[config.mk]
export PLATFORM = sky130hd
export DESIGN_NAME = pcie_tlp
export DESIGN_NICKNAME = d
export VERILOG_FILES = /design/src/common/tlp_pkg.sv /design/src/rx/tlp_rx_parser.sv /design/src/rx/tlp_rx_credit.sv /design/src/hdl/slv_sequencer.sv /design/src/hdl/tlp_cpl_framer.sv /design/src/hdl/pcie_tlp.sv
export SDC_FILE = /design/constraint.sdc
export NUM_CORES = 1
export LEC_CHECK = 0
export ABC_AREA = 1
export ABC_CLOCK_PERIOD_IN_PS = 7500
export BUFFER_PORTS_ARGS = -buffer_cell sky130_fd_sc_hd__buf_4
export CORE_UTILIZATION = 59
export DETAILED_ROUTE_END_ITERATION = 8
export MAX_ROUTING_LAYER = met4
export PLACE_DENSITY = 0.89
export SLEW_MARGIN = 20
export SYNTH_ARGS = -nofsm -noshare
export SYNTH_HDL_FRONTEND = slang
export SYNTH_SLANG_ARGS = --single-unit
[constraint.sdc]
create_clock -name pcie_clk -period 7.5 [get_ports pcie_clk]
set_clock_uncertainty 0.05 [all_clocks]
set_input_delay 1.5 -clock pcie_clk [delete_from_list [all_inputs] [get_ports pcie_clk]]
set_output_delay 1.5 -clock pcie_clk [all_outputs]
set_load 0.005 [all_outputs]
[src/common/tlp_pkg.sv]
`default_nettype none

package tlp_pkg;

	// ------------------------------
	// Field types
	// ------------------------------
	typedef logic [15:0] data16_t;
	typedef logic [9:0]  tlp_len_t;
	typedef logic [3:0]  byte_en_t;
	typedef logic [11:0] bcount_t;
	typedef logic [15:0] req_id_t;
	typedef logic [7:0]  tag_t;
	typedef logic [6:0]  bar_hit_t;
	typedef logic [6:0]  low_addr_t;
	typedef logic [7:0]  pd_num_t;

	// Command class taken from the type field
	typedef enum logic [2:0] {
		MEM,
		MEM_LOCK,
		IO,
		CFG0,
		CFG1,
		MSG,
		CPL,
		CPL_LOCK
	} tlp_kind_e;

	// ------------------------------
	// State machines
	// ------------------------------
	typedef enum logic [3:0] {
		RX_HEAD0,
		RX_HEAD1,
		RX_REQID,
		RX_TAG,
		RX_ADDR_HI0,
		RX_ADDR_HI1,
		RX_ADDR_MID,
		RX_ADDR_LO,
		RX_PAYLOAD,
		RX_SKIP
	} rx_state_e;

	typedef enum logic [2:0] {
		SLV_IDLE,
		SLV_WRITE,
		SLV_READ
	} slv_state_e;

	typedef enum logic [2:0] {
		TX_IDLE,
		TX_WAIT,
		TX_HDR,
		TX_PAY
	} tx_state_e;

	// 3DW header with data, completion with data
	localparam logic [1:0] CPL_FMT  = 2'b10;
	localparam logic [4:0] CPL_TYPE = 5'b01010;

endpackage

`default_nettype wire

[src/rx/tlp_rx_parser.sv]
`timescale 1ns/1ns
`default_nettype none

module tlp_rx_parser (
	input  wire                  pcie_clk,
	input  wire                  sys_rst,
	input  wire                  rx_st_i,
	input  wire                  rx_end_i,
	input  wire tlp_pkg::data16_t rx_data_i,
	output logic                 hdr_valid_o,
	output tlp_pkg::tlp_kind_e   kind_o,
	output logic                 has_data_o,
	output logic                 addr64_o,
	output tlp_pkg::tlp_len_t    length_o,
	output tlp_pkg::req_id_t     req_id_o,
	output tlp_pkg::tag_t        tag_o,
	output tlp_pkg::byte_en_t    first_be_o,
	output tlp_pkg::byte_en_t    last_be_o,
	output logic [29:0]          addr_o,
	output logic                 pay_valid_o,
	output tlp_pkg::data16_t     pay_data_o,
	output logic                 pay_end_o
);

	tlp_pkg::rx_state_e state;

	function automatic tlp_pkg::tlp_kind_e classify(input logic [4:0] typ);
		tlp_pkg::tlp_kind_e kind;
		if (typ[4]) begin
			kind = tlp_pkg::MSG;
		end else if (!typ[3]) begin
			case (typ[2:0])
				3'b000:  kind = tlp_pkg::MEM;
				3'b001:  kind = tlp_pkg::MEM_LOCK;
				3'b010:  kind = tlp_pkg::IO;
				3'b100:  kind = tlp_pkg::CFG0;
				default: kind = tlp_pkg::CFG1;
			endcase
		end else begin
			kind = typ[0] ? tlp_pkg::CPL_LOCK : tlp_pkg::CPL;
		end
		return kind;
	endfunction

	always_ff @(posedge pcie_clk) begin
		if (sys_rst) begin
			state       <= tlp_pkg::RX_HEAD0;
			hdr_valid_o <= 1'b0;
			pay_valid_o <= 1'b0;
			pay_end_o   <= 1'b0;
		end else begin
			hdr_valid_o <= 1'b0;
			pay_valid_o <= 1'b0;
			pay_end_o   <= 1'b0;
			case (state)
				tlp_pkg::RX_HEAD0: begin
					if (rx_st_i) begin
						kind_o     <= classify(rx_data_i[12:8]);
						has_data_o <= rx_data_i[14];
						addr64_o   <= rx_data_i[13];
						state      <= tlp_pkg::RX_HEAD1;
					end
				end
				tlp_pkg::RX_HEAD1: begin
					length_o <= rx_data_i[9:0];
					// Received completions only need their credits
					if (kind_o == tlp_pkg::CPL || kind_o == tlp_pkg::CPL_LOCK)
						state <= tlp_pkg::RX_SKIP;
					else
						state <= tlp_pkg::RX_REQID;
				end
				tlp_pkg::RX_REQID: begin
					req_id_o <= rx_data_i;
					state    <= tlp_pkg::RX_TAG;
				end
				tlp_pkg::RX_TAG: begin
					tag_o      <= rx_data_i[15:8];
					last_be_o  <= rx_data_i[7:4];
					first_be_o <= rx_data_i[3:0];
					state      <= addr64_o ? tlp_pkg::RX_ADDR_HI0 : tlp_pkg::RX_ADDR_MID;
				end
				// Upper address bits are not decoded
				tlp_pkg::RX_ADDR_HI0: state <= tlp_pkg::RX_ADDR_HI1;
				tlp_pkg::RX_ADDR_HI1: state <= tlp_pkg::RX_ADDR_MID;
				tlp_pkg::RX_ADDR_MID: begin
					addr_o[29:14] <= rx_data_i;
					state         <= tlp_pkg::RX_ADDR_LO;
				end
				tlp_pkg::RX_ADDR_LO: begin
					addr_o[13:0] <= rx_data_i[15:2];
					hdr_valid_o  <= 1'b1;
					state        <= tlp_pkg::RX_PAYLOAD;
				end
				tlp_pkg::RX_PAYLOAD: begin
					pay_valid_o <= 1'b1;
					pay_data_o  <= rx_data_i;
					pay_end_o   <= rx_end_i;
				end
				tlp_pkg::RX_SKIP: begin
				end
				default: state <= tlp_pkg::RX_HEAD0;
			endcase
			if (rx_end_i)
				state <= tlp_pkg::RX_HEAD0;
		end
	end

endmodule

`default_nettype wire

[src/rx/tlp_rx_credit.sv]
`timescale 1ns/1ns
`default_nettype none

module tlp_rx_credit (
	input  wire                     pcie_clk,
	input  wire                     sys_rst,
	input  wire                     rx_end_i,
	input  wire tlp_pkg::bar_hit_t  rx_bar_hit_i,
	input  wire tlp_pkg::tlp_kind_e kind_i,
	input  wire                     has_data_i,
	input  wire tlp_pkg::tlp_len_t  length_i,
	output logic                    ph_cr_o,
	output logic                    pd_cr_o,
	output logic                    nph_cr_o,
	output logic                    npd_cr_o,
	output tlp_pkg::pd_num_t        pd_num_o
);

	tlp_pkg::pd_num_t data_cr;

	// One data credit covers four doublewords
	assign data_cr = length_i[9:2] + {7'b0, |length_i[1:0]};

	always_ff @(posedge pcie_clk) begin
		if (sys_rst) begin
			ph_cr_o  <= 1'b0;
			pd_cr_o  <= 1'b0;
			nph_cr_o <= 1'b0;
			npd_cr_o <= 1'b0;
			pd_num_o <= '0;
		end else begin
			ph_cr_o  <= 1'b0;
			pd_cr_o  <= 1'b0;
			nph_cr_o <= 1'b0;
			npd_cr_o <= 1'b0;
			pd_num_o <= '0;
			if (rx_end_i) begin
				case (kind_i)
					tlp_pkg::MEM, tlp_pkg::MEM_LOCK: begin
						if (rx_bar_hit_i != '0) begin
							if (has_data_i) begin
								ph_cr_o  <= 1'b1;
								pd_cr_o  <= 1'b1;
								pd_num_o <= data_cr;
							end else begin
								nph_cr_o <= 1'b1;
							end
						end
					end
					tlp_pkg::IO, tlp_pkg::CFG0, tlp_pkg::CFG1: begin
						nph_cr_o <= 1'b1;
						npd_cr_o <= has_data_i;
					end
					tlp_pkg::MSG: begin
						ph_cr_o <= 1'b1;
						if (has_data_i) begin
							pd_cr_o  <= 1'b1;
							pd_num_o <= data_cr;
						end
					end
					default: begin
					end
				endcase
			end
		end
	end

endmodule

`default_nettype wire

[src/hdl/slv_sequencer.sv]
`timescale 1ns/1ns
`default_nettype none

module slv_sequencer #(
	parameter int SLV_ADR_W = 19
) (
	input  wire                     pcie_clk,
	input  wire                     sys_rst,
	input  wire                     hdr_valid_i,
	input  wire tlp_pkg::tlp_kind_e kind_i,
	input  wire                     has_data_i,
	input  wire tlp_pkg::tlp_len_t  length_i,
	input  wire tlp_pkg::req_id_t   req_id_i,
	input  wire tlp_pkg::tag_t      tag_i,
	input  wire tlp_pkg::byte_en_t  first_be_i,
	input  wire tlp_pkg::byte_en_t  last_be_i,
	input  wire [29:0]              addr_i,
	input  wire                     pay_valid_i,
	input  wire tlp_pkg::data16_t   pay_data_i,
	input  wire                     pay_end_i,
	input  wire tlp_pkg::bar_hit_t  rx_bar_hit_i,
	input  wire                     pay_req_i,
	input  wire                     cpl_done_i,
	output tlp_pkg::bar_hit_t       slv_bar_o,
	output logic                    slv_ce_o,
	output logic                    slv_we_o,
	output logic [SLV_ADR_W-1:0]    slv_adr_o,
	output tlp_pkg::data16_t        slv_dat_o,
	output logic [1:0]              slv_sel_o,
	output logic                    cpl_valid_o,
	output tlp_pkg::tlp_len_t       cpl_len_o,
	output tlp_pkg::bcount_t        bcount_o,
	output tlp_pkg::req_id_t        cpl_req_id_o,
	output tlp_pkg::tag_t           cpl_tag_o,
	output tlp_pkg::low_addr_t      low_addr_o
);

	tlp_pkg::slv_state_e   state;
	tlp_pkg::bar_hit_t     bar_q;
	logic [SLV_ADR_W-1:0]  adr_q;
	logic [10:0]           wcnt;
	tlp_pkg::tlp_len_t     dw_last;
	tlp_pkg::bcount_t      rd_bcount;
	logic                  mem_hit;

	function automatic logic [1:0] lo_idx(input tlp_pkg::byte_en_t be);
		casez (be)
			4'b???1: return 2'd0;
			4'b??10: return 2'd1;
			4'b?100: return 2'd2;
			4'b1000: return 2'd3;
			default: return 2'd0;
		endcase
	endfunction

	function automatic logic [1:0] hi_idx(input tlp_pkg::byte_en_t be);
		casez (be)
			4'b1???: return 2'd3;
			4'b01??: return 2'd2;
			4'b001?: return 2'd1;
			default: return 2'd0;
		endcase
	endfunction

	// Bar hit seen with the last address halfword
	always_ff @(posedge pcie_clk)
		bar_q <= rx_bar_hit_i;

	assign mem_hit = hdr_valid_i && kind_i == tlp_pkg::MEM && bar_q != '0;
	assign dw_last = length_i - 10'd1;

	always_comb begin
		if (length_i == 10'd1) begin
			if (first_be_i == '0)
				rd_bcount = 12'd1;
			else
				rd_bcount = {10'b0, hi_idx(first_be_i) - lo_idx(first_be_i)} + 12'd1;
		end else begin
			rd_bcount = {length_i, 2'b00} - {10'b0, lo_idx(first_be_i)}
				- {10'b0, 2'd3 - hi_idx(last_be_i)};
		end
	end

	always_ff @(posedge pcie_clk) begin
		if (sys_rst) begin
			state       <= tlp_pkg::SLV_IDLE;
			slv_bar_o   <= '0;
			slv_ce_o    <= 1'b0;
			slv_we_o    <= 1'b0;
			cpl_valid_o <= 1'b0;
		end else begin
			slv_ce_o <= 1'b0;
			slv_we_o <= 1'b0;
			case (state)
				tlp_pkg::SLV_IDLE: begin
					slv_bar_o <= '0;
					if (mem_hit) begin
						slv_bar_o <= bar_q;
						adr_q     <= {addr_i[SLV_ADR_W-2:0], 1'b0};
						wcnt      <= '0;
						if (has_data_i) begin
							state <= tlp_pkg::SLV_WRITE;
						end else begin
							cpl_len_o    <= length_i;
							bcount_o     <= rd_bcount;
							cpl_req_id_o <= req_id_i;
							cpl_tag_o    <= tag_i;
							low_addr_o   <= {addr_i[4:0], lo_idx(first_be_i)};
							cpl_valid_o  <= 1'b1;
							state        <= tlp_pkg::SLV_READ;
						end
					end
				end
				tlp_pkg::SLV_WRITE: begin
					if (pay_valid_i) begin
						slv_ce_o  <= 1'b1;
						slv_we_o  <= 1'b1;
						slv_adr_o <= adr_q;
						slv_dat_o <= pay_data_i;
						adr_q     <= adr_q + 1'b1;
						wcnt      <= wcnt + 11'd1;
						// Upper byte of the halfword is the lower address
						if (wcnt[10:1] == '0)
							slv_sel_o <= wcnt[0] ? {first_be_i[2], first_be_i[3]}
								: {first_be_i[0], first_be_i[1]};
						else if (wcnt[10:1] == dw_last)
							slv_sel_o <= wcnt[0] ? {last_be_i[2], last_be_i[3]}
								: {last_be_i[0], last_be_i[1]};
						else
							slv_sel_o <= 2'b11;
						if (pay_end_i)
							state <= tlp_pkg::SLV_IDLE;
					end
				end
				tlp_pkg::SLV_READ: begin
					if (pay_req_i) begin
						slv_ce_o  <= 1'b1;
						slv_adr_o <= adr_q;
						adr_q     <= adr_q + 1'b1;
					end
					if (cpl_done_i) begin
						cpl_valid_o <= 1'b0;
						state       <= tlp_pkg::SLV_IDLE;
					end
				end
				default: state <= tlp_pkg::SLV_IDLE;
			endcase
		end
	end

endmodule

`default_nettype wire

[src/hdl/tlp_cpl_framer.sv]
`timescale 1ns/1ns
`default_nettype none

module tlp_cpl_framer (
	input  wire                     pcie_clk,
	input  wire                     sys_rst,
	input  wire [7:0]               bus_num_i,
	input  wire [4:0]               dev_num_i,
	input  wire [2:0]               func_num_i,
	input  wire                     tx_rdy_i,
	input  wire                     cpl_valid_i,
	input  wire tlp_pkg::tlp_len_t  cpl_len_i,
	input  wire tlp_pkg::bcount_t   bcount_i,
	input  wire tlp_pkg::req_id_t   req_id_i,
	input  wire tlp_pkg::tag_t      tag_i,
	input  wire tlp_pkg::low_addr_t low_addr_i,
	input  wire tlp_pkg::data16_t   slv_rdata_i,
	output logic                    tx_req_o,
	output logic                    tx_st_o,
	output logic                    tx_end_o,
	output tlp_pkg::data16_t        tx_data_o,
	output logic                    pay_req_o,
	output logic                    cpl_done_o
);

	tlp_pkg::tx_state_e state;
	logic [11:0]        cnt;
	logic [11:0]        pay_hw;
	logic [11:0]        last_idx;
	logic               req_win;
	tlp_pkg::data16_t   hdr_word;

	// Length zero stands for 1024 doublewords
	assign pay_hw   = {cpl_len_i == '0, cpl_len_i, 1'b0};
	assign last_idx = pay_hw + 12'd5;

	// Slave read data lags the request by three cycles
	assign req_win = cnt >= 12'd3 && cnt < pay_hw + 12'd3;

	always_comb begin
		case (cnt[2:0])
			3'd0: hdr_word = {1'b0, tlp_pkg::CPL_FMT, tlp_pkg::CPL_TYPE, 1'b0, 3'b000, 4'b0000};
			3'd1: hdr_word = {6'b000000, cpl_len_i};
			3'd2: hdr_word = {bus_num_i, dev_num_i, func_num_i};
			3'd3: hdr_word = {3'b000, 1'b0, bcount_i};
			3'd4: hdr_word = req_id_i;
			default: hdr_word = {tag_i, 1'b0, low_addr_i};
		endcase
	end

	always_ff @(posedge pcie_clk) begin
		if (sys_rst) begin
			state      <= tlp_pkg::TX_IDLE;
			tx_req_o   <= 1'b0;
			tx_st_o    <= 1'b0;
			tx_end_o   <= 1'b0;
			pay_req_o  <= 1'b0;
			cpl_done_o <= 1'b0;
		end else begin
			tx_st_o    <= 1'b0;
			tx_end_o   <= 1'b0;
			pay_req_o  <= 1'b0;
			cpl_done_o <= 1'b0;
			case (state)
				tlp_pkg::TX_IDLE: begin
					// cpl_valid is still high in the cycle of cpl_done
					if (cpl_valid_i && !cpl_done_o) begin
						tx_req_o <= 1'b1;
						cnt      <= '0;
						state    <= tlp_pkg::TX_WAIT;
					end
				end
				tlp_pkg::TX_WAIT: begin
					if (tx_rdy_i) begin
						tx_req_o  <= 1'b0;
						tx_st_o   <= 1'b1;
						tx_data_o <= hdr_word;
						cnt       <= 12'd1;
						state     <= tlp_pkg::TX_HDR;
					end
				end
				tlp_pkg::TX_HDR: begin
					tx_data_o <= hdr_word;
					pay_req_o <= req_win;
					cnt       <= cnt + 12'd1;
					if (cnt == 12'd5)
						state <= tlp_pkg::TX_PAY;
				end
				tlp_pkg::TX_PAY: begin
					tx_data_o <= slv_rdata_i;
					pay_req_o <= req_win;
					cnt       <= cnt + 12'd1;
					if (cnt == last_idx) begin
						tx_end_o   <= 1'b1;
						cpl_done_o <= 1'b1;
						state      <= tlp_pkg::TX_IDLE;
					end
				end
				default: state <= tlp_pkg::TX_IDLE;
			endcase
		end
	end

endmodule

`default_nettype wire

[src/hdl/pcie_tlp.sv]
`timescale 1ns/1ns
`default_nettype none

module pcie_tlp #(
	parameter int SLV_ADR_W = 19
) (
	input  wire                    pcie_clk,
	input  wire                    sys_rst,
	input  wire tlp_pkg::bar_hit_t rx_bar_hit_i,
	input  wire [7:0]              bus_num_i,
	input  wire [4:0]              dev_num_i,
	input  wire [2:0]              func_num_i,
	input  wire                    rx_st_i,
	input  wire                    rx_end_i,
	input  wire tlp_pkg::data16_t  rx_data_i,
	output wire                    tx_req_o,
	input  wire                    tx_rdy_i,
	output wire                    tx_st_o,
	output wire                    tx_end_o,
	output wire tlp_pkg::data16_t  tx_data_o,
	output wire tlp_pkg::pd_num_t  pd_num_o,
	output wire                    ph_cr_o,
	output wire                    pd_cr_o,
	output wire                    nph_cr_o,
	output wire                    npd_cr_o,
	output wire tlp_pkg::bar_hit_t slv_bar_o,
	output wire                    slv_ce_o,
	output wire                    slv_we_o,
	output wire [SLV_ADR_W-1:0]    slv_adr_o,
	output wire tlp_pkg::data16_t  slv_dat_o,
	output wire [1:0]              slv_sel_o,
	input  wire tlp_pkg::data16_t  slv_rdata_i
);

	// ------------------------------
	// Parser outputs
	// ------------------------------
	wire                     hdr_valid;
	tlp_pkg::tlp_kind_e      rx_kind;
	wire                     has_data;
	tlp_pkg::tlp_len_t       length;
	tlp_pkg::req_id_t        req_id;
	tlp_pkg::tag_t           tag;
	tlp_pkg::byte_en_t       first_be;
	tlp_pkg::byte_en_t       last_be;
	wire [29:0]              addr;
	wire                     pay_valid;
	tlp_pkg::data16_t        pay_data;
	wire                     pay_end;

	// Completion between sequencer and framer
	wire                     cpl_valid;
	tlp_pkg::tlp_len_t       cpl_len;
	tlp_pkg::bcount_t        bcount;
	tlp_pkg::req_id_t        cpl_req_id;
	tlp_pkg::tag_t           cpl_tag;
	tlp_pkg::low_addr_t      low_addr;
	wire                     pay_req;
	wire                     cpl_done;

	tlp_rx_parser u_rx_parser (
		.pcie_clk    (pcie_clk),
		.sys_rst     (sys_rst),
		.rx_st_i     (rx_st_i),
		.rx_end_i    (rx_end_i),
		.rx_data_i   (rx_data_i),
		.hdr_valid_o (hdr_valid),
		.kind_o      (rx_kind),
		.has_data_o  (has_data),
		.addr64_o    (),
		.length_o    (length),
		.req_id_o    (req_id),
		.tag_o       (tag),
		.first_be_o  (first_be),
		.last_be_o   (last_be),
		.addr_o      (addr),
		.pay_valid_o (pay_valid),
		.pay_data_o  (pay_data),
		.pay_end_o   (pay_end)
	);

	tlp_rx_credit u_rx_credit (
		.pcie_clk     (pcie_clk),
		.sys_rst      (sys_rst),
		.rx_end_i     (rx_end_i),
		.rx_bar_hit_i (rx_bar_hit_i),
		.kind_i       (rx_kind),
		.has_data_i   (has_data),
		.length_i     (length),
		.ph_cr_o      (ph_cr_o),
		.pd_cr_o      (pd_cr_o),
		.nph_cr_o     (nph_cr_o),
		.npd_cr_o     (npd_cr_o),
		.pd_num_o     (pd_num_o)
	);

	slv_sequencer #(
		.SLV_ADR_W (SLV_ADR_W)
	) u_slv_seq (
		.pcie_clk     (pcie_clk),
		.sys_rst      (sys_rst),
		.hdr_valid_i  (hdr_valid),
		.kind_i       (rx_kind),
		.has_data_i   (has_data),
		.length_i     (length),
		.req_id_i     (req_id),
		.tag_i        (tag),
		.first_be_i   (first_be),
		.last_be_i    (last_be),
		.addr_i       (addr),
		.pay_valid_i  (pay_valid),
		.pay_data_i   (pay_data),
		.pay_end_i    (pay_end),
		.rx_bar_hit_i (rx_bar_hit_i),
		.pay_req_i    (pay_req),
		.cpl_done_i   (cpl_done),
		.slv_bar_o    (slv_bar_o),
		.slv_ce_o     (slv_ce_o),
		.slv_we_o     (slv_we_o),
		.slv_adr_o    (slv_adr_o),
		.slv_dat_o    (slv_dat_o),
		.slv_sel_o    (slv_sel_o),
		.cpl_valid_o  (cpl_valid),
		.cpl_len_o    (cpl_len),
		.bcount_o     (bcount),
		.cpl_req_id_o (cpl_req_id),
		.cpl_tag_o    (cpl_tag),
		.low_addr_o   (low_addr)
	);

	tlp_cpl_framer u_cpl_framer (
		.pcie_clk    (pcie_clk),
		.sys_rst     (sys_rst),
		.bus_num_i   (bus_num_i),
		.dev_num_i   (dev_num_i),
		.func_num_i  (func_num_i),
		.tx_rdy_i    (tx_rdy_i),
		.cpl_valid_i (cpl_valid),
		.cpl_len_i   (cpl_len),
		.bcount_i    (bcount),
		.req_id_i    (cpl_req_id),
		.tag_i       (cpl_tag),
		.low_addr_i  (low_addr),
		.slv_rdata_i (slv_rdata_i),
		.tx_req_o    (tx_req_o),
		.tx_st_o     (tx_st_o),
		.tx_end_o    (tx_end_o),
		.tx_data_o   (tx_data_o),
		.pay_req_o   (pay_req),
		.cpl_done_o  (cpl_done)
	);

endmodule

`default_nettype wire

==> reports/results.txt, run 1 <==
status: complete, no violations
setup tns final: 0 ns
Core Area: 20200 um^2
DR iter-0 viols: 933
ys flop type: edfxtp_1
nets: 1375
Port Buffers: 136
RSZ-0062 raised after global routing: false
CP max stage delay: 0.33 ns
post-synth cell types: 45
sw frac: 28.2%
top cells by count, synth: edfxtp_1 (229), nand2_1 (212), nor2_1 (127)
Detailed Route WL: 30100 um
post-CTS resize count: 0
hpwl dp: 21000 um
clk sink count: 273
leakage: 5.71 nW
post-route ant nets: 0
final setup fails: 0
Required @ worst endpoint: 7.64 ns
CTS HTree Levels: 1
Slew @ Worst Pin: 0.847 ns
Initial Util: 60.1%
Top cell by count, worst path: buf_4
Routed WL per cell: 19.3 um
Die ar.: 21200 um^2
P_sw: 0.00116 W
largest net degree at the start of global routing: 54
CTS tree: yes
I/O Pins: 137
FMAX: 357 MHz
Final min period: 2.80 ns
number of remaining DRC errors: 0
filler cell count: 1294
Syn. warnings: 0
Crit Path Class: in2reg
clk buf depth: 3
post-CTS setup buffer count: 0
Layout area overhead: 18.6%
Clk pwr share: 33.6%
Die X: 146 um
Cell Chain, Critical Path: buf_4 > inv_1 > o21ai_0 > nor4_2 > buf_4
Setup crit end kind: flip-flop
diode count: 0
final hold vios: 0
CP arrival: 2.94 ns
root buffer cell: clkbuf_16
syn avg cell area: 10.8 um^2
Critical-path top delay cell: nor4_2
Hold WC Path Type: reg2reg
Overflow after GRT: 0
Synth top area share: 56.6%
first-pass GRT wire length: 46600 um
Gate power share: 19.0%
synthesized flop and latch total: 273
Mapped Area: 12200 um^2
share of layout cells above drive strength 1: 17.0%
P_int: 0.00296 W
Syn Nets: 1223
number of core rows: 52
clock-pin slew on the worst setup and hold paths: 0.06 ns
Skew-Pair Late Insertion Delay: 0.53 ns
Post-synth ARST share: 0%
DRT Pass-1 Iters: 5
critical path peak fanout: 29
max-cap violations: 0
Post-Syn Instances: 1121
power per cell area: 286 nW/um^2
Max IR drop VDD: 243 uV
final period utilization: 37.3%
Reg area: 7760 um^2
Synth area leaders: edfxtp_1 (57%), dfxtp_1 (7.2%), nand2_1 (6.5%)
clock buffer count from CTS: 27
sequential share of the synthesized area: 63.8%
DR vias: 9023
number of vias per cell: 5.78
Pins Over Slew Limit: 0
Placer Congestion: 0.966
final core occ: 71.3%
hold bufs inserted after CTS: 0
top-count cell post-synth: edfxtp_1
GRT Util Overall: 29.3%
Slew HR: 43.6%
footprint of the multi-input gates: 3870 um^2
Startpoint Class: input pin
Synth area leader: edfxtp_1
chip height: 146 um
Post-synth EDFFs: 229
number of global-route vias before repair: 8758
Sequential Power Share: 47.4%
number of antenna violations at the first check in global routing: 1
cells by family (layout without fill, tap and decap cells):
| kind of cell | count (synthesis) | in the layout | synth area share [%] |
|---|---|---|---|
| simple gates | 466 | 466 | 16.5 |
| flops | 273 | 273 | 63.8 |
| compound gates | 150 | 150 | 7.41 |
| buf+inv | 145 | 316 | 4.62 |
| xor+xnor | 45 | 45 | 3.24 |
| fa+ha+maj | 42 | 42 | 4.38 |
area by class of cell:
class | count | share of cell area [%]
sequential | 273 | 53.8
multi-input combinational | 703 | 26.8
timing repair buffer | 144 | 7.50
clock buffer | 33 | 4.84
inverter | 124 | 3.23
tap | 270 | 2.34
clock inverter | 15 | 1.46
registers in the layout, indices dropped and copies added, names as in the netlist, 11 cells and up:
signal and cells:
u_slv_seq.adr_q 19, u_slv_seq.cpl_req_id_o 16, u_slv_seq.bcount_o 12, u_rx_parser.addr_o 18
u_slv_seq.slv_dat_o 16, u_slv_seq.wcnt 11, u_slv_seq.slv_adr_o 19, u_cpl_framer.cnt 12
u_rx_parser.pay_data_o 16, u_rx_parser.req_id_o 16, u_cpl_framer.tx_data_o 16
routing by layer:
metal,vias to the layer above,part of all wire [%],track usage (%)
met1,4235,39,37.6
met5,-,0,-
li1,4173,-,-
met2,522,48,47.5
met4,0,4.0,10.9
met3,93,8.8,4.39
placed cells by master, fill, tap and decap left out, drive strengths merged, types with 30 or more instances in the layout:
cell      n
edfxtp  229
nor3     33
inv     123
nand3    51
a21oi    51
xor2     30
ha       41
clkbuf   33
buf     144
o21ai    48
nand2   218
nor2    131
dfxtp    44
worst paths after layout:
path	from	to	slack [ns]	cells after the start
max reg2reg	u_rx_parser.first_be_o[2]$_DFFE_PP_	u_slv_seq.bcount_o[9]$_SDFFCE_PP0P_	4.74	13
max	sys_rst	u_slv_seq.adr_q[17]$_DFFE_PP_	4.70	5
min reg2reg	u_rx_parser.req_id_o[13]$_DFFE_PP_	u_slv_seq.cpl_req_id_o[13]$_DFFE_PP_	0.36	0
min	u_rx_parser.req_id_o[13]$_DFFE_PP_	u_slv_seq.cpl_req_id_o[13]$_DFFE_PP_	0.36	0
critical path, delay by kind of cell:
family | cells | cell delay, ns
AND/OR/NAND/NOR | 1 | 0.33
AO/OA/AOI/OAI | 1 | 0.25
buffers and inverters | 3 | 0.84
power by group through the flow:
stage	combinational, W	sequential [W]	clock, W
after CTS	0.000774	0.00195	0.00139
after floorplan	0.000486	0.00195	0
final	0.000784	0.00195	0.00139
after detailed placement	0.000753	0.00198	0
after global routing	0.000858	0.00197	0.00145
after global placement	0.000725	0.00197	0
stage by stage:
stage	instances	instance area [um^2]	hold slack (ns)	setup WS, ns	power, W
after CTS	1562	14400	0.354	4.62	0.00412
after floorplan	1121	12200	0.350	1.35	0.00244
after global placement	1514	13500	0.351	4.15	0.00270
after detailed placement	1514	13500	0.355	4.10	0.00273
after global routing	1562	14400	0.362	4.60	0.00428
final	1562	14400	0.357	4.70	0.00413
No activity file was read; power rests on OpenSTA's default activity.
==> run 2, diff against run 1 <==
ABC_CLOCK_PERIOD_IN_PS = 2350   (was 7500)
CORE_UTILIZATION = 53   (was 59)
PLACE_DENSITY = 0.85   (was 0.89)
clock period = 2.35 ns   (was 7.5 ns; I/O delays follow)
==> run 2 against run 1 <==
Against the previous run:
- the flow now finishes with violations (setup timing)
- utilization decreased by 3.8 points
- total power increased to 3.3 times the previous value
- global-route usage decreased by 2.6 points
- largest cell class unchanged
==> reports/results.txt, run 2 (synthesis results as in run 1) <==
status: complete, but fails checks
failing checks: setup timing
clk buf depth: 3 (unchanged)
Initial Util: 53.9% (-6.2 points)
post-route ant nets: 0 (unchanged)
Port Buffers: 136 (unchanged)
share of layout cells above drive strength 1: 23.7% (+6.7 points)
reg2reg start: u_rx_parser.first_be_o[1]$_DFFE_PP_
Slew @ Worst Pin: 0.651 ns (-0.195 ns)
hpwl dp: 21400 um (+2.1%)
post-route worst setup slack: -0.155 ns (-4.86 ns)
clock-pin slew on the worst setup and hold paths: 0.07 ns (about the same)
number of core rows: 55 (+5.8%)
CTS HTree Levels: 1 (unchanged)
Die ar.: 23500 um^2 (+11%)
final period utilization: 107%
clk sink count: 273 (unchanged)
Core Area: 22600 um^2 (+12%)
Detailed Route WL: 31800 um (+5.6%)
Setup crit end kind: flip-flop
DR vias: 9274 (+2.8%)
sw frac: 28.9% (+0.71 points)
nets: 1440 (+4.7%)
R2R Setup Slk: -0.16 ns (-4.90 ns)
Routed WL per cell: 19.3 um (+0.21%)
number of remaining DRC errors: 0 (unchanged)
Startpoint Class: flip-flop
CTS tree: yes
root buffer cell: clkbuf_16
I/O Pins: 137 (unchanged)
CP arrival: 2.75 ns (-0.19 ns)
Slew HR: 56.1% (+13 points)
DR iter-0 viols: 926 (-0.75%)
final setup fails: 7 (+7)
FMAX: 399 MHz
FF-to-FF End: u_slv_seq.bcount_o[11]$_SDFFCE_PP0P_
Max IR drop VDD: 638 uV (+160%)
commonest non-fill, non-tap cell in the layout: edfxtp_1
Placer Congestion: 0.941 (-2.5%)
filler cell count: 1560 (+21%)
Layout area overhead: 25.4%
total power: 0.0135 W (+230%)
number of antenna violations at the first check in global routing: 0 (-1)
Pins Over Slew Limit: 0 (unchanged)
Skew-Pair Late Insertion Delay: 0.56 ns (+0.03 ns)
Sequential Power Share: 46.0% (-1.4 points)
number of vias per cell: 5.63 (-2.5%)
clock buffer count from CTS: 28 (+3.7%)
chip height: 153 um (+5.4%)
DP Area: 13800 um^2 (+2.5%)
hold path cells: 1 (+1)
Gate power share: 20.0% (+1.0 points)
number of global-route vias before repair: 8807 (+0.56%)
Clk pwr share: 34.0% (+0.4 points)
Hold WS: 0.0967 ns (-0.260 ns)
hold path endpoint: u_rx_parser.pay_data_o[15]$_DFFE_PP_
final hold vios: 0 (unchanged)
R2R depth: 10 (-3)
power per cell area: 885 nW/um^2 (+210%)
DRT Pass-1 Iters: 5 (unchanged)
first-pass GRT wire length: 46900 um (+0.52%)
GRT Util Overall: 26.7% (-2.6 points)
Die X: 153 um (+5.4%)
P_int: 0.00959 W (+220%)
Overflow after GRT: 0 (unchanged)
Reg area: 7760 um^2 (unchanged)
leakage: 6.08 nW (+6.4%)
largest net degree at the start of global routing: 54 (unchanged)
Required @ worst endpoint: 2.60 ns (-5.04 ns)
P_sw: 0.00390 W (+240%)
worst hold path startpoint: rx_data_i[15]
Hold WC Path Type: in2reg
critical path peak fanout: 5 (-83%)
Final min period: 2.51 ns
max-cap violations: 0 (unchanged)
footprint of the multi-input gates: 4080 um^2 (+5.4%)
Largest regs: u_slv_seq.adr_q x19, u_slv_seq.slv_adr_o x19, u_rx_parser.addr_o x18
Crit Path Class: reg2reg
RSZ-0062 raised after global routing: true
most frequent cells in the layout: edfxtp_1 (229), nand2_1 (210), buf_4 (198), nor2_1 (118), inv_1 (111)
post-route cell area: 15200 um^2 (+5.7%)
run 2: cell types whose count changed in the layout (fill, tap and decap cells not counted), sizes merged:
cell,delta
buf,+57
dlygate4sd3,+7
clkinv,+5
clkbuf,-3
clkinvlp,+2
bufinv,-1
diode,+1
inv,+1
run 2: area by class of cell:
cell class / instances / area share (%)
inverter: 124 / 3.07
clock buffer: 30 / 4.71
sequential: 273 / 50.9
timing repair buffer: 208 / 10.6
tap: 285 / 2.34
antenna: 1 / 0.0164
clock inverter: 22 / 1.63
multi-input combinational: 703 / 26.8
run 2: worst max-delay path by stage:
stage	from	endpoint	slack (ns)	cells after the start
finish	u_rx_parser.first_be_o[1]$_DFFE_PP_	u_slv_seq.bcount_o[11]$_SDFFCE_PP0P_	-0.16	10
global route	u_rx_parser.first_be_o[1]$_DFFE_PP_	u_slv_seq.bcount_o[11]$_SDFFCE_PP0P_	-0.28	10
CTS	u_rx_parser.first_be_o[2]$_DFFE_PP_	u_slv_seq.bcount_o[9]$_SDFFCE_PP0P_	-0.03	13
detailed placement	u_rx_parser.first_be_o[2]$_DFFE_PP_	u_slv_seq.bcount_o[9]$_SDFFCE_PP0P_	-0.14	13
global placement	u_rx_parser.first_be_o[3]$_DFFE_PP_	u_slv_seq.bcount_o[9]$_SDFFCE_PP0P_	0.05	12
floorplan	u_rx_parser.kind_o[1]$_SDFFCE_PP0P_	u_slv_seq.bcount_o[0]$_DFFE_PP_	-0.21	5
run 2: repair_timing:
action / CTS / global route
pin swaps: 2 / 17
endpoints found under the hold margin: 7 / 0
gates cloned: 0 / 0
hold buffers: 7 / 0
setup endpoints to repair: 6 / 25
gates resized for setup: 8 / 47
setup buffers: 2 / 20
run 2: routing by layer:
| layer | track usage, % | routed length [um] | part of all wire [%] | up-vias |
|---|---|---|---|---|
| met2 | 44.6 | 15700 | 49 | 498 |
| met4 | 7.71 | 792 | 2.5 | 0 |
| met5 | - | 0 | 0 | - |
| li1 | - | - | - | 4294 |
| met1 | 33.6 | 12300 | 39 | 4406 |
| met3 | 4.37 | 2990 | 9.4 | 76 |
run 2: through the flow:
step	util (%)	setup slack (ns)	setup TNS, ns	cells
after floorplan	-	-0.210	-11.11	1121
after global placement	61.3	0.0543	0	1564
after detailed placement	61.3	-0.142	-0.182	1564
after CTS	66.0	-0.0318	-0.0318	1625
after global routing	67.5	-0.279	-1.52	1645
final	67.5	-0.155	-0.704	1646
run 2: power groups by stage:
stage	Sequential [W]	Clock (W)	Combinational (W)
final	0.00621	0.00458	0.00269
after global placement	0.00628	0	0.00248
after detailed placement	0.00630	0	0.00258
after CTS	0.00620	0.00460	0.00262
after global routing	0.00626	0.00480	0.00295
after floorplan	0.00623	0	0.00158
run 2: critical path: stages (launching register included):
cell and delay, ns:
edfxtp_1 0.47, nor3_2 0.28, ha_2 0.31, inv_1 0.11, ha_4 0.16, inv_4 0.04, fa_2 0.39, nand2_4 0.11
nor2_4 0.06, a21oi_1 0.17, nor3_1 0.08
==> run 3, diff against run 2 <==
RECOVER_POWER = 25   (was default)
==> run 3 against run 2 <==
Against the previous run:
- the flow still finishes with violations (setup timing)
- combinational power about the same
- die area unchanged
- final area decreased by 0.44%
- via count decreased by 0.35%
- fmax increased by 0.28%
- setup slack improved by 0.0070 ns
- first-iteration DRC count decreased by 10%
- non-clock buffer count unchanged
- cell count about the same
- utilization decreased by 0.29 points
- flip-flop and latch count unchanged
==> reports/results.txt, run 3 (synthesis results as in run 1) <==
Die X: 153 um (unchanged)
commonest non-fill, non-tap cell in the layout: edfxtp_1
Final min period: 2.50 ns (-0.00698 ns)
Slew HR: 56.1% (about the same)
number of vias per cell: 5.62 (-0.28%)
CP max stage delay: 0.47 ns (about the same)
power per cell area: 888 nW/um^2 (+0.34%)
Layout area overhead: 24.8%
critical path peak fanout: 5 (unchanged)
Die ar.: 23500 um^2 (unchanged)
pre-CTS setup slack: -0.142 ns (unchanged)
DR top layer: met4
number of global-route vias before repair: 8807 (unchanged)
GRT Util Overall: 26.7% (unchanged)
Initial Util: 53.9% (unchanged)
crit path launch: u_rx_parser.first_be_o[1]$_DFFE_PP_
largest net degree at the start of global routing: 54 (unchanged)
Core Area: 22600 um^2 (unchanged)
final period utilization: 106% (-0.30 points)
most frequent cells in the layout: edfxtp_1 (229), nand2_1 (210), buf_4 (175), nor2_1 (118), inv_1 (111)
Port Buffers: 136 (unchanged)
clk sink count: 273 (unchanged)
met1 wire length: 12300 um (+0.25%)
I/O Pins: 137 (unchanged)
total power: 0.0135 W (about the same)
WL met3: 2970 um (-0.64%)
RSZ-0062 raised after global routing: true
reg2reg start: u_rx_parser.first_be_o[1]$_DFFE_PP_
Detailed Route WL: 31800 um (+0.22%)
post-route ant nets: 0 (unchanged)
final setup fails: 7 (unchanged)
Max IR drop VDD: 638 uV (about the same)
Largest regs: u_slv_seq.adr_q x19, u_slv_seq.slv_adr_o x19, u_rx_parser.addr_o x18
setup tns final: -0.706 ns (-0.00204 ns)
status: complete, but fails checks
FMAX: 400 MHz (+0.28%)
clock buffer count from CTS: 28 (unchanged)
Startpoint Class: flip-flop
DR iter-0 viols: 832 (-10%)
share of layout cells above drive strength 1: 22.4% (-1.2 points)
Setup crit end kind: flip-flop
Overflow after GRT: 0 (unchanged)
DP Area: 13800 um^2 (unchanged)
R2R Setup Slk: -0.15 ns (about the same)
Placer Congestion: 0.941 (unchanged)
clk buf depth: 3 (unchanged)
Hold WC Path Type: in2reg
diode count: 0 (-1)
leakage: 6.02 nW (-1.0%)
FF-to-FF End: u_slv_seq.bcount_o[11]$_SDFFCE_PP0P_
failing checks: setup timing
final hold vios: 0 (unchanged)
number of core rows: 55 (unchanged)
first-pass GRT wire length: 46900 um (unchanged)
CTS tree: yes
Critical-path top delay cell: edfxtp_1
DRT Pass-1 Iters: 5 (unchanged)
Hold WS: 0.128 ns (+0.0315 ns)
DR vias: 9242 (-0.35%)
nets: 1440 (unchanged)
max-cap violations: 0 (unchanged)
Slew @ Worst Pin: 0.652 ns (+0.000288 ns)
Required @ worst endpoint: 2.59 ns (about the same)
chip height: 153 um (unchanged)
Crit Path Class: reg2reg
R2R depth: 10 (unchanged)
crit path to: u_slv_seq.bcount_o[11]$_SDFFCE_PP0P_
CP arrival: 2.74 ns (about the same)
root buffer cell: clkbuf_16
filler cell count: 1587 (+1.7%)
post-route worst setup slack: -0.148 ns (+0.00697 ns)
Routed WL per cell: 19.4 um (+0.28%)
Cell Chain, Critical Path: nor3_2 > ha_2 > inv_1 > ha_4 > inv_4 > fa_2 > nand2_4 > nor2_4 > a21oi_1 > nor3_1
number of antenna violations at the first check in global routing: 0 (unchanged)
CTS HTree Levels: 1 (unchanged)
hpwl dp: 21400 um (unchanged)
Skew-Pair Late Insertion Delay: 0.56 ns (about the same)
post-route cell area: 15200 um^2 (-0.44%)
met2 wire len: 15700 um (-0.31%)
clock-pin slew on the worst setup and hold paths: 0.07 ns (about the same)
number of remaining DRC errors: 0 (unchanged)
Pins Over Slew Limit: 0 (unchanged)
## run 3: cell types whose count changed in the layout (fill, tap and decap cells not counted)
cell      previous run  this run
clkbuf_4             0         6
buf_4              198       175
diode_2              1         0
clkbuf_1             1        18
## run 3: worst max-delay path, delay by kind of cell (launching register included)
family,cells,cell delay [ns]
adders and majority gates,3,0.86
and+or+nand+nor,4,0.53
DFF,1,0.47
AOI/OAI and AO/OA,1,0.17
buffers and inverters,2,0.15
## run 3: stage by stage
| stage | instances | utilization, % |
|---|---|---|
| after global routing | 1645 | 67.2 |
| after CTS | 1625 | 66.0 |
| after detailed placement | 1564 | 61.3 |
| after floorplan | 1121 | - |
| final | 1645 | 67.2 |
| after global placement | 1564 | 61.3 |
## run 3: what timing repair did
action / CTS / global route
hold buffers: 7 / 0
hold endpoints to repair: 7 / 0
resized for setup: 8 / 47
setup endpoints to repair: 6 / 25
pin swaps: 2 / 17
buffers inserted: 2 / 20
## run 3: final cells by class
type	count	area, um^2	area share, %
Clock buffer	30	718	4.73
Timing Repair Buffer	208	1540	10.2
Inverter	124	468	3.08
Tap cell	285	357	2.35
Multi-Input combinational cell	703	4080	26.9
Sequential cell	273	7760	51.1
Clock inverter	22	248	1.63
## run 3: worst min-delay path by stage
stage                                        from                                   end  slack [ns]  depth (start not counted)
2_1_floorplan   u_rx_parser.req_id_o[0]$_DFFE_PP_   u_slv_seq.cpl_req_id_o[0]$_DFFE_PP_        0.35                          0
3_3_place_gp   u_rx_parser.req_id_o[11]$_DFFE_PP_  u_slv_seq.cpl_req_id_o[11]$_DFFE_PP_        0.35                          0
3_5_place_dp   u_rx_parser.req_id_o[10]$_DFFE_PP_  u_slv_seq.cpl_req_id_o[10]$_DFFE_PP_        0.35                          0
4_1_cts                             rx_data_i[15]  u_rx_parser.pay_data_o[15]$_DFFE_PP_        0.09                          1
5_1_grt                                  rx_end_i     u_rx_parser.state[3]$_SDFFE_PP0P_        0.12                          4
6_report                                 rx_end_i     u_rx_parser.state[3]$_SDFFE_PP0P_        0.13                          4
## run 3: power breakdown
group / internal (W) / total, W / switching, W
Combinational: 0.00104 / 0.00268 / 0.00164
Clock: 0.00268 / 0.00458 / 0.00191
Sequential: 0.00586 / 0.00622 / 0.000352
Total: 0.00958 / 0.0135 / 0.00390
## run 3: routing by layer
layer  GRT usage [%]  up-vias
met4            7.71        0
met3            4.37       78
met2            44.6      502
met1            33.6     4368
li1                -     4294
met5               -        -
